## config.mk

```make
export PLATFORM = sky130hd
export DESIGN_NAME = dsp_backend
export DESIGN_NICKNAME = d
export VERILOG_FILES = /design/src/dsp_pkg.sv /design/src/dsp_cfg_if.sv /design/src/dsp_backend.sv /design/src/mlsd_checker.sv /design/src/bit_slicer.sv /design/src/ffe_filter.sv /design/src/code_history.sv /design/src/dsp_cfg_regs.sv
export SDC_FILE = /design/constraint.sdc
export NUM_CORES = 2
export LEC_CHECK = 0
export ABC_AREA = 0
export ABC_CLOCK_PERIOD_IN_PS = 24700
export BUFFER_PORTS_ARGS = -buffer_cell sky130_fd_sc_hd__buf_2
export CORE_ASPECT_RATIO = 1.4
export CORE_MARGIN = 2
export CORE_UTILIZATION = 60
export CTS_BUF_LIST = sky130_fd_sc_hd__clkbuf_4
export CTS_CLUSTER_DIAMETER = 30
export DETAILED_ROUTE_END_ITERATION = 6
export GPL_TIMING_DRIVEN = 0
export PLACE_DENSITY = 0.8
export RECOVER_POWER = 25
export SLEW_MARGIN = 25
export SYNTH_ARGS = -nofsm -noshare
export SYNTH_HDL_FRONTEND = slang
export SYNTH_SLANG_ARGS = --single-unit
```

## constraint.sdc

```tcl
create_clock -name clk -period 24.7 [get_ports clk]
set_clock_uncertainty 0.1 [all_clocks]
set_input_delay 4.94 -clock clk [delete_from_list [all_inputs] [get_ports clk]]
set_output_delay 4.94 -clock clk [all_outputs]
set_load 0.01 [all_outputs]
```

## src/dsp_pkg.sv

```systemverilog
`default_nettype none

package dsp_pkg;

	localparam int code_w = 8;
	localparam int weight_w = 8;
	localparam int shift_w = 4;
	localparam int est_w = 8;

	localparam int default_lanes = 4;
	localparam int default_taps = 3;

	// pre, main and post cursor.
	localparam int num_cursors = 3;

	// word age of the centre word seen by the mlsd checker.
	localparam int mlsd_word = 3;

	typedef enum logic [2:0] {
		sel_weight,
		sel_thresh,
		sel_ffe_shift,
		sel_mlsd_shift,
		sel_chan_est
	} cfg_sel_e;

	function automatic int idx_w(int n);
		return (n > 1) ? $clog2(n) : 1;
	endfunction

	// tap index also addresses the cursors.
	function automatic int tap_idx_w(int taps);
		return idx_w((taps > num_cursors) ? taps : num_cursors);
	endfunction

	// words kept in the code history.
	function automatic int hist_words(int lanes, int taps);
		int ffe_words;
		ffe_words = 1 + (taps - 1 + lanes - 1) / lanes;
		return (ffe_words > mlsd_word + 1) ? ffe_words : mlsd_word + 1;
	endfunction

endpackage

`default_nettype wire
```

## src/dsp_cfg_if.sv

```systemverilog
`timescale 1ns/1ps
`default_nettype none

interface dsp_cfg_if #(
	parameter int num_lanes = dsp_pkg::default_lanes,
	parameter int ffe_taps = dsp_pkg::default_taps
);

	logic signed [dsp_pkg::weight_w-1:0] weights [num_lanes][ffe_taps];
	logic signed [dsp_pkg::code_w-1:0] thresh [num_lanes];
	logic [dsp_pkg::shift_w-1:0] ffe_shift [num_lanes];
	logic [dsp_pkg::shift_w-1:0] mlsd_shift [num_lanes];
	// cursor 0 is pre, 1 is main, 2 is post.
	logic signed [dsp_pkg::est_w-1:0] chan_est [num_lanes][dsp_pkg::num_cursors];

	modport regs (
		output weights,
		output thresh,
		output ffe_shift,
		output mlsd_shift,
		output chan_est
	);

	modport user (
		input weights,
		input thresh,
		input ffe_shift,
		input mlsd_shift,
		input chan_est
	);

endinterface

`default_nettype wire

```

## src/dsp_backend.sv

```systemverilog
`timescale 1ns/1ps
`default_nettype none

module dsp_backend #(
	parameter int num_lanes = dsp_pkg::default_lanes,
	parameter int ffe_taps = dsp_pkg::default_taps
) (
	input wire logic clk,
	input wire logic rstb,
	input wire logic signed [dsp_pkg::code_w-1:0] codes_i [num_lanes],
	input wire logic cfg_wr_i,
	input dsp_pkg::cfg_sel_e cfg_sel_i,
	input wire logic [dsp_pkg::idx_w(num_lanes)-1:0] cfg_lane_i,
	input wire logic [dsp_pkg::tap_idx_w(ffe_taps)-1:0] cfg_tap_i,
	input wire logic signed [dsp_pkg::code_w-1:0] cfg_data_i,
	output logic signed [dsp_pkg::code_w-1:0] estimated_bits_o [num_lanes],
	output logic [num_lanes-1:0] checked_bits_o
);

	localparam int hist_len = dsp_pkg::hist_words(num_lanes, ffe_taps) * num_lanes;

	logic signed [dsp_pkg::code_w-1:0] hist [hist_len];
	logic [num_lanes-1:0] bit_hist [3];

	dsp_cfg_if #(.num_lanes(num_lanes), .ffe_taps(ffe_taps)) cfg_bus ();

	dsp_cfg_regs #(.num_lanes(num_lanes), .ffe_taps(ffe_taps)) u_cfg_regs (
		.clk(clk),
		.rstb(rstb),
		.cfg_wr_i(cfg_wr_i),
		.cfg_sel_i(cfg_sel_i),
		.cfg_lane_i(cfg_lane_i),
		.cfg_tap_i(cfg_tap_i),
		.cfg_data_i(cfg_data_i),
		.cfg_o(cfg_bus.regs)
	);

	code_history #(.num_lanes(num_lanes), .ffe_taps(ffe_taps)) u_code_history (
		.clk(clk),
		.rstb(rstb),
		.codes_i(codes_i),
		.hist_o(hist)
	);

	ffe_filter #(.num_lanes(num_lanes), .ffe_taps(ffe_taps)) u_ffe (
		.clk(clk),
		.rstb(rstb),
		.hist_i(hist),
		.cfg_i(cfg_bus.user),
		.est_o(estimated_bits_o)
	);

	// the checker reads the slicer decisions from the bit history only.
	bit_slicer #(.num_lanes(num_lanes), .ffe_taps(ffe_taps)) u_slicer (
		.clk(clk),
		.rstb(rstb),
		.est_i(estimated_bits_o),
		.cfg_i(cfg_bus.user),
		.bits_o(),
		.bit_hist_o(bit_hist)
	);

	mlsd_checker #(.num_lanes(num_lanes), .ffe_taps(ffe_taps)) u_mlsd (
		.clk(clk),
		.rstb(rstb),
		.hist_i(hist),
		.bit_hist_i(bit_hist),
		.cfg_i(cfg_bus.user),
		.checked_o(checked_bits_o)
	);

endmodule

`default_nettype wire

```

## src/mlsd_checker.sv

```systemverilog
`timescale 1ns/1ps
`default_nettype none

module mlsd_checker #(
	parameter int num_lanes = dsp_pkg::default_lanes,
	parameter int ffe_taps = dsp_pkg::default_taps,
	localparam int hist_len = dsp_pkg::hist_words(num_lanes, ffe_taps) * num_lanes
) (
	input wire logic clk,
	input wire logic rstb,
	input wire logic signed [dsp_pkg::code_w-1:0] hist_i [hist_len],
	input wire logic [num_lanes-1:0] bit_hist_i [3],
	dsp_cfg_if.user cfg_i,
	output logic [num_lanes-1:0] checked_o
);

	localparam int pw = ((dsp_pkg::code_w > dsp_pkg::est_w) ?
		dsp_pkg::code_w : dsp_pkg::est_w) + 3;

	// oldest word in the low bits, so index order is symbol order.
	logic [3*num_lanes-1:0] seq;
	logic [num_lanes-1:0] checked_d;

	assign seq = {bit_hist_i[0], bit_hist_i[1], bit_hist_i[2]};

	for (genvar l = 0; l < num_lanes; l++) begin : g_lane
		logic signed [pw-1:0] isi;
		logic signed [pw-1:0] pred0;
		logic signed [pw-1:0] pred1;
		logic signed [pw-1:0] code;
		logic signed [pw-1:0] err0;
		logic signed [pw-1:0] err1;

		always_comb begin
			isi = '0;
			// next symbol through the pre cursor.
			if (seq[num_lanes + l + 1]) begin
				isi = isi + cfg_i.chan_est[l][0];
			end else begin
				isi = isi - cfg_i.chan_est[l][0];
			end
			// previous symbol through the post cursor.
			if (seq[num_lanes + l - 1]) begin
				isi = isi + cfg_i.chan_est[l][2];
			end else begin
				isi = isi - cfg_i.chan_est[l][2];
			end
			pred1 = (isi + cfg_i.chan_est[l][1]) >>> cfg_i.mlsd_shift[l];
			pred0 = (isi - cfg_i.chan_est[l][1]) >>> cfg_i.mlsd_shift[l];
			code = hist_i[dsp_pkg::mlsd_word * num_lanes + num_lanes - 1 - l];
			err0 = code - pred0;
			err1 = code - pred1;
			if (err0 < 0) begin
				err0 = -err0;
			end
			if (err1 < 0) begin
				err1 = -err1;
			end
			if (err1 < err0) begin
				checked_d[l] = 1'b1;
			end else if (err0 < err1) begin
				checked_d[l] = 1'b0;
			end else begin
				checked_d[l] = seq[num_lanes + l];
			end
		end
	end

	always_ff @(posedge clk or negedge rstb) begin
		if (!rstb) begin
			checked_o <= '0;
		end else begin
			checked_o <= checked_d;
		end
	end

endmodule

`default_nettype wire

```

## src/bit_slicer.sv

```systemverilog
`timescale 1ns/1ps
`default_nettype none

module bit_slicer #(
	parameter int num_lanes = dsp_pkg::default_lanes,
	parameter int ffe_taps = dsp_pkg::default_taps
) (
	input wire logic clk,
	input wire logic rstb,
	input wire logic signed [dsp_pkg::code_w-1:0] est_i [num_lanes],
	dsp_cfg_if.user cfg_i,
	output logic [num_lanes-1:0] bits_o,
	output logic [num_lanes-1:0] bit_hist_o [3]
);

	logic [num_lanes-1:0] bits_d;
	logic [num_lanes-1:0] bits_q1;
	logic [num_lanes-1:0] bits_q2;

	// ties decide 1.
	always_comb begin
		for (int l = 0; l < num_lanes; l++) begin
			bits_d[l] = (est_i[l] >= cfg_i.thresh[l]);
		end
	end

	always_ff @(posedge clk or negedge rstb) begin
		if (!rstb) begin
			bits_o <= '0;
			bits_q1 <= '0;
			bits_q2 <= '0;
		end else begin
			bits_o <= bits_d;
			bits_q1 <= bits_o;
			bits_q2 <= bits_q1;
		end
	end

	// word 0 is the newest.
	assign bit_hist_o[0] = bits_o;
	assign bit_hist_o[1] = bits_q1;
	assign bit_hist_o[2] = bits_q2;

endmodule

`default_nettype wire

```

## src/ffe_filter.sv

```systemverilog
`timescale 1ns/1ps
`default_nettype none

module ffe_filter #(
	parameter int num_lanes = dsp_pkg::default_lanes,
	parameter int ffe_taps = dsp_pkg::default_taps,
	localparam int hist_len = dsp_pkg::hist_words(num_lanes, ffe_taps) * num_lanes
) (
	input wire logic clk,
	input wire logic rstb,
	input wire logic signed [dsp_pkg::code_w-1:0] hist_i [hist_len],
	dsp_cfg_if.user cfg_i,
	output logic signed [dsp_pkg::code_w-1:0] est_o [num_lanes]
);

	localparam int acc_w = dsp_pkg::code_w + dsp_pkg::weight_w + $clog2(ffe_taps);

	localparam logic signed [dsp_pkg::code_w-1:0] est_max = {1'b0, {(dsp_pkg::code_w-1){1'b1}}};
	localparam logic signed [dsp_pkg::code_w-1:0] est_min = {1'b1, {(dsp_pkg::code_w-1){1'b0}}};

	logic signed [dsp_pkg::code_w-1:0] est_d [num_lanes];

	for (genvar l = 0; l < num_lanes; l++) begin : g_lane
		logic signed [acc_w-1:0] acc;
		logic signed [acc_w-1:0] shifted;

		always_comb begin
			acc = '0;
			// tap k looks k symbols back from this lane.
			for (int k = 0; k < ffe_taps; k++) begin
				acc = acc + cfg_i.weights[l][k] * hist_i[num_lanes - 1 - l + k];
			end
			shifted = acc >>> cfg_i.ffe_shift[l];
			if (shifted > est_max) begin
				est_d[l] = est_max;
			end else if (shifted < est_min) begin
				est_d[l] = est_min;
			end else begin
				est_d[l] = shifted[dsp_pkg::code_w-1:0];
			end
		end
	end

	always_ff @(posedge clk or negedge rstb) begin
		if (!rstb) begin
			for (int l = 0; l < num_lanes; l++) begin
				est_o[l] <= '0;
			end
		end else begin
			for (int l = 0; l < num_lanes; l++) begin
				est_o[l] <= est_d[l];
			end
		end
	end

endmodule

`default_nettype wire

```

## src/code_history.sv

```systemverilog
`timescale 1ns/1ps
`default_nettype none

module code_history #(
	parameter int num_lanes = dsp_pkg::default_lanes,
	parameter int ffe_taps = dsp_pkg::default_taps,
	localparam int hist_len = dsp_pkg::hist_words(num_lanes, ffe_taps) * num_lanes
) (
	input wire logic clk,
	input wire logic rstb,
	input wire logic signed [dsp_pkg::code_w-1:0] codes_i [num_lanes],
	output logic signed [dsp_pkg::code_w-1:0] hist_o [hist_len]
);

	// age 0 is the newest symbol, i.e. the last lane of the newest word.
	always_ff @(posedge clk or negedge rstb) begin
		if (!rstb) begin
			for (int a = 0; a < hist_len; a++) begin
				hist_o[a] <= '0;
			end
		end else begin
			for (int a = 0; a < num_lanes; a++) begin
				hist_o[a] <= codes_i[num_lanes - 1 - a];
			end
			// older words move one word deeper.
			for (int a = num_lanes; a < hist_len; a++) begin
				hist_o[a] <= hist_o[a - num_lanes];
			end
		end
	end

endmodule

`default_nettype wire

```

## src/dsp_cfg_regs.sv

```systemverilog
`timescale 1ns/1ps
`default_nettype none

module dsp_cfg_regs #(
	parameter int num_lanes = dsp_pkg::default_lanes,
	parameter int ffe_taps = dsp_pkg::default_taps
) (
	input wire logic clk,
	input wire logic rstb,
	input wire logic cfg_wr_i,
	input dsp_pkg::cfg_sel_e cfg_sel_i,
	input wire logic [dsp_pkg::idx_w(num_lanes)-1:0] cfg_lane_i,
	input wire logic [dsp_pkg::tap_idx_w(ffe_taps)-1:0] cfg_tap_i,
	input wire logic signed [dsp_pkg::code_w-1:0] cfg_data_i,
	dsp_cfg_if.regs cfg_o
);

	always_ff @(posedge clk or negedge rstb) begin
		if (!rstb) begin
			for (int l = 0; l < num_lanes; l++) begin
				cfg_o.thresh[l] <= '0;
				cfg_o.ffe_shift[l] <= '0;
				cfg_o.mlsd_shift[l] <= '0;
				for (int t = 0; t < ffe_taps; t++) begin
					cfg_o.weights[l][t] <= '0;
				end
				for (int c = 0; c < dsp_pkg::num_cursors; c++) begin
					cfg_o.chan_est[l][c] <= '0;
				end
			end
		end else if (cfg_wr_i) begin
			for (int l = 0; l < num_lanes; l++) begin
				if (cfg_lane_i == l) begin
					case (cfg_sel_i)
						dsp_pkg::sel_weight: begin
							for (int t = 0; t < ffe_taps; t++) begin
								if (cfg_tap_i == t) begin
									cfg_o.weights[l][t] <= cfg_data_i[dsp_pkg::weight_w-1:0];
								end
							end
						end
						dsp_pkg::sel_thresh: cfg_o.thresh[l] <= cfg_data_i;
						dsp_pkg::sel_ffe_shift: begin
							cfg_o.ffe_shift[l] <= cfg_data_i[dsp_pkg::shift_w-1:0];
						end
						dsp_pkg::sel_mlsd_shift: begin
							cfg_o.mlsd_shift[l] <= cfg_data_i[dsp_pkg::shift_w-1:0];
						end
						dsp_pkg::sel_chan_est: begin
							for (int c = 0; c < dsp_pkg::num_cursors; c++) begin
								if (cfg_tap_i == c) begin
									cfg_o.chan_est[l][c] <= cfg_data_i[dsp_pkg::est_w-1:0];
								end
							end
						end
						default: ;
					endcase
				end
			end
		end
	end

endmodule

`default_nettype wire

```

# Word-level counts from Yosys, hierarchy flattened
# Cells that the tools add are included.
# totals
ff_bits	432
inputBits	50
word_cells	236
out_inout_bits	36
# classes
n_mul	12
mux	32
reduce_logical	39
n_shift	12
order_cmp	28
n_addsub	44
eq_ne	9
# ops
cell	n
$mul A8 B8 Y16	12
$mux W11	16
$add A18 B18 Y18	8
$reduce_and A4 Y1	24
$add A11 B8 Y11	8
$lt A11 B1 Y1 const B	8
$lt A11 B11 Y1	8
$neg A11 Y11	8
$sshr A11 B4 Y11	8
$sub A11 B8 Y11	8
$sub A8 B11 Y11	8
$gt A18 B8 Y1 const B	4
$lt A18 B8 Y1 const B	4
$sshr A18 B4 Y18	4
$mux W8	8
$reduce_and A3 Y1	12
$sub A1 B8 Y9 const A	4
$ge A8 B8 Y1	4
$mux W1	8
$eq A2 B2 Y1 const B	3
$eq A3 B2 Y1 const B	2
$eq A2 B1 Y1 const B	2
$logic_not A2 Y1	2
$eq A3 B1 Y1 const B	1
other kinds (2)	2

# Logic depth before layout (Yosys ltp)
# logic_depth
ltp_word	12
ltp_mapped	48
ltp_nobuf	47

# By module
# A second synthesis with hierarchy kept.
# hier_totals
hier_cells	7174
hier_area_um2	68095.3
# by_module_without_submodules
mod	area_per_inst_um2	seq_area_each_um2	instances	cells_each
ffe_filter	38097.8	800.8	1	4113
mlsd_checker	15836.4	100.1	1	2203
dsp_cfg_regs	9831.9	6406.1	1	604
code_history	3203.1	3203.1	1	128
bit_slicer	1126.1	300.3	1	126

# Worst setup path before layout
# OpenSTA, ideal clock, no wires.
# synth_path
kind	register to register
start	register u_slicer.bits_q1[0]
end	register u_mlsd.checked_o[1]
path_buffers	1
required_ps	24536
arrival_time_ps	8132
path_slack_ps	16404
setup_ps	64
stages_incl_launch_ff	43
period_less_slack_ps	8296
cell_sequence	dfrtp_1 clkbuf_1 mux2_2 ha_1 a21o_1 a21oi_1 o21bai_1 a21oi_1 nor2b_1 o21a_1 o21ai_0 nand2b_1 a21oi_1 xnor2_1 ha_1 mux2_2 a311oi_1 o311ai_0 (+7 left out) a21boi_0 o21ai_0 a21oi_1 a21o_1 a21oi_1 xor3_2 mux2i_1 ha_1 nor2b_1 o21a_1 o21a_1 o21a_1 o21a_1 o21a_1 o21a_1 o21a_1 o21ai_0 a31o_2
# synth_via
elab_chain_len	9
word_cells_on_any_way	17
cone_classes	6 x add/sub; 4 x order compare; 2 x shift; 5 x mux
# synth_lines
item	line_no	text
start: declaration	bit_slicer.sv:17	logic [num_lanes-1:0] bits_q1;
start signal: assignment	bit_slicer.sv:34	bits_q1 <= bits_o;
$mux W11 *	mlsd_checker.sv:43	if (seq[num_lanes + l - 1]) begin
$sub A11 B8 Y11 / $add A11 B8 Y11 (equally long branches)	mlsd_checker.sv:49, mlsd_checker.sv:48	
$sshr A11 B4 Y11 (on tied branches)	mlsd_checker.sv:49, mlsd_checker.sv:48	
$sub A8 B11 Y11 (on tied branches)	mlsd_checker.sv:51, mlsd_checker.sv:52	
$neg A11 Y11, or another cell as far along	mlsd_checker.sv:54	err0 = -err0;
$mux W11 (on tied branches)	mlsd_checker.sv:53, mlsd_checker.sv:56	
$lt A11 B11 Y1	mlsd_checker.sv:61	end else if (err0 < err1) begin
$mux W1	mlsd_checker.sv:61	
$mux W1 *	mlsd_checker.sv:59	if (err1 < err0) begin
net u_mlsd.checked_d[1]	mlsd_checker.sv:22	logic [num_lanes-1:0] checked_d;
end signal: assignment	mlsd_checker.sv:73	checked_o <= checked_d;
end: declaration	mlsd_checker.sv:14	output logic [num_lanes-1:0] checked_o
# The timed path passes the listed nets; every way through them passes the cells marked *.
# A chain may end at the register's enable or synchronous reset.

==> reports/metrics.yaml <==
synth:
  synth_area_leaders: "fa_1 22%, dfrtp_1 16%, ha_1 13%, inv_1 6.9%, xnor2_1 4.5%"
  synth_edf_count: 0
  ys_ff_latch: 429
  ys_types: 113
  yosysSeqAreaShare: 0.159
  synthCells: 7516
  synth.most_common_cell: "inv_1"
  synth_common_cells: "1236 x inv_1, 748 x fa_1, 712 x ha_1, 642 x nand2_1, 429 x dfrtp_1"
  yosys_warnings: 0
  synth_top_area_frac: 0.222
  syn_nets: 9026
  ys.flop_type: "dfrtp_1"
  yosysTopAreaCell: "fa_1"
  syn_avg_cell_area_um2: 8.97
  synth_area_um2: 67400
  synthArstFlopShare: 1.00
floorplan:
  io-pin-count: 86
  num_rows: 145
  core_um2: 112000
  dieArea_um2: 115000
  die_h_um: 401
  die_x_um: 287
  start_util: 0.604
grt:
  use_met3: 0.0527
  grt_busiest_layer: "met2"
  grt_use_total: 0.323
  grt_max_degree: 91
  grt_pass1_vias: 57300
  gr-usage-met2: 0.557
  grt_overflow: 0
  use_met1: 0.364
  antenna_found_initial: 17
  grt_pass1_wl_um: 293000
timing:
  finalCriticalPeriod_ns: 10.51
  fmax_mhz: 95.2
  post-route-period-util: 0.425
  rsz0062_at_grt: "false"
  setup_violations: 0
  setup_tns_ns: 0
  relSlewSlack: -1.87
  hold_viol: 0
  tightest_slew_ns: 4.30
  drv_slew: 135
clock_network:
  cts_tree: "built"
  cts_sinks: 429
  insertion_delay_ns: 1.11
  cts-root-buf: "clkbuf_4"
  cts_buffer_depth: 3
  clk_pin_slew_worst_paths_ns: 0.06
  cts_resized: 0
  holdBufCountCts: 0
  cts_made_buffers: 130
  postCtsSetupRepairBufs: 0
  htreeDepth: 4
place:
  port_buffers: 75
  dpl_cell_area_um2: 70000
  gp_congestion: 0.945
  dp_hpwl_um: 148000
  dp_cells: 9074
outcome:
  violations: "max-capacitance violations, max-slew violations"
  outcome: "finished with violations"
job:
  maxCapViolCount: 2
worst_setup_path:
  worstReg2RegEnd: "u_mlsd.checked_o[2]"
  crit_arrival_ns: 11.56
  critPathLaunchType: "input port"
  critical_path_class: "in2async"
  required_ns: 25.75
  crit_path_end_kind: "asynchronous set/reset pin"
  rrSetupSlack_ns: 14.24
  rr_worst_depth: 42
  crit_fanout: 90
  reg2reg_from: "u_slicer.bits_q1[1]"
finish:
  drive_gt1_frac: 0.0861
  layout.nets: 9246
  num-fill-cells: 9196
  area_growth_syn_to_layout_pct: 6.48
  finalNonFillerCells: 9318
  post-route-cell-area_um2: 71800
hold_path:
  holdPathStages: 0
  hold_path_class: "reg2reg"
  worstHoldStart: "u_code_history.hist_o[32]"
  hold-path-endpoint: "u_code_history.hist_o[0]"
route:
  drtPass1Iterations: 6
  vias: 54300
  routedWlPerCell_um: 19.4
  drc: 0
  drt_wl_total_um: 181000
  ant_nets: 0
  viasPerCell: 5.83
  drt_iter0_markers: 3569
layer usage:
metal  wire length (um)  part of all wire  vias to the layer above
met5                 64           0.00035                        -
met4              13800             0.076                       10
met3              10200             0.057                      590
met2              90300              0.50                     1757
met1              66700              0.37                    26800
li1                   -                 -                    25200
worst max-delay path, cell delays in order:
cell      delay [ns]
clkbuf_1        2.23
clkbuf_1        3.17
buf_16          0.25
buf_16          0.35
buf_16          0.39
flip-flops by register name (all words and copies together), names as in the netlist:
| signal | flops |
|---|---|
| u_slicer.bits_q2 | 1 |
| u_slicer.bits_q1 | 4 |
| u_cfg_regs.cfg_o.mlsd_shift | 16 |
| u_cfg_regs.cfg_o.thresh | 32 |
| u_mlsd.checked_o | 4 |
| u_ffe.est_o | 32 |
| u_slicer.bits_o | 4 |
| u_code_history.hist_o | 128 |
| u_cfg_regs.cfg_o.chan_est | 96 |
| u_cfg_regs.cfg_o.ffe_shift | 16 |
| u_cfg_regs.cfg_o.weights | 96 |
kinds of logic after synthesis:
kind of cell	count (synthesis)	share of synthesized area
buffers and inverters	1497	0.0837
xor gates and xnor gates	532	0.0721
muxes	352	0.0605
and+or+nand+nor	1951	0.144
adders and majority gates	1460	0.354
DFF	429	0.159
AOI/OAI and AO/OA	1295	0.126
worst max path at each step:
| stage | from | endpoint | slack [ns] | depth (start not counted) |
|---|---|---|---|---|
| after floorplan | u_slicer.bits_q1[0] | u_mlsd.checked_o[1] | 16.40 | 42 |
| after global placement | rstb | u_code_history.hist_o[62] | 9.78 | 1 |
| after detailed placement | u_slicer.bits_q1[1] | u_mlsd.checked_o[2] | 14.48 | 42 |
| after CTS | u_slicer.bits_q1[1] | u_mlsd.checked_o[2] | 14.41 | 42 |
| after global routing | rstb | u_code_history.hist_o[56] | 12.94 | 5 |
| final | rstb | u_code_history.hist_o[58] | 14.19 | 5 |
layout by cell type (no fill, tap or decap), drive strengths merged, types with 32 or more instances in the layout:
master / synthesis / final
inv: 1238 / 1242
fa: 748 / 748
ha: 712 / 712
nand2: 643 / 643
dfrtp: 429 / 429
clkbuf: 220 / 402
and2: 398 / 398
xnor2: 357 / 357
nor2: 352 / 352
a21oi: 347 / 347
o21ai: 301 / 301
mux2: 259 / 259
xor2: 169 / 169
nand2b: 111 / 111
buf: 29 / 106
nor2b: 102 / 102
a21o: 98 / 98
nor3: 94 / 94
o21a: 83 / 83
mux2i: 75 / 75
a211oi: 64 / 64
o21bai: 64 / 64
or3: 56 / 56
clkinv: 10 / 52
nand3: 45 / 45
o211ai: 40 / 40
a31oi: 34 / 34
o31ai: 32 / 32
metrics by stage:
step | hold WS (ns) | setup slack [ns] | util
2_1_floorplan | 0.231 | 16.40 | -
3_3_place_gp | 0.232 | 9.78 | 0.624
3_5_place_dp | 0.235 | 14.48 | 0.627
4_1_cts | 0.211 | 14.41 | 0.643
5_1_grt | 0.222 | 12.94 | 0.643
6_report | 0.224 | 14.19 | 0.643
cell type report:
cell class                      count  area, um^2  area share
Sequential cell                   429       10700       0.150
Inverter                         1248        4680      0.0653
Timing Repair Buffer               88         689     0.00961
Antenna cell                       16        40.0    0.000558
Buffer                            249         988      0.0138
Tap cell                         1470        1840      0.0256
Multi-Input combinational cell   5590       51000       0.711
Clock buffer                      171        1280      0.0179
Clock inverter                     57         483     0.00673
Power is not shown: default switching activity piles up to over one toggle a cycle in this logic, so the estimate is an artifact.
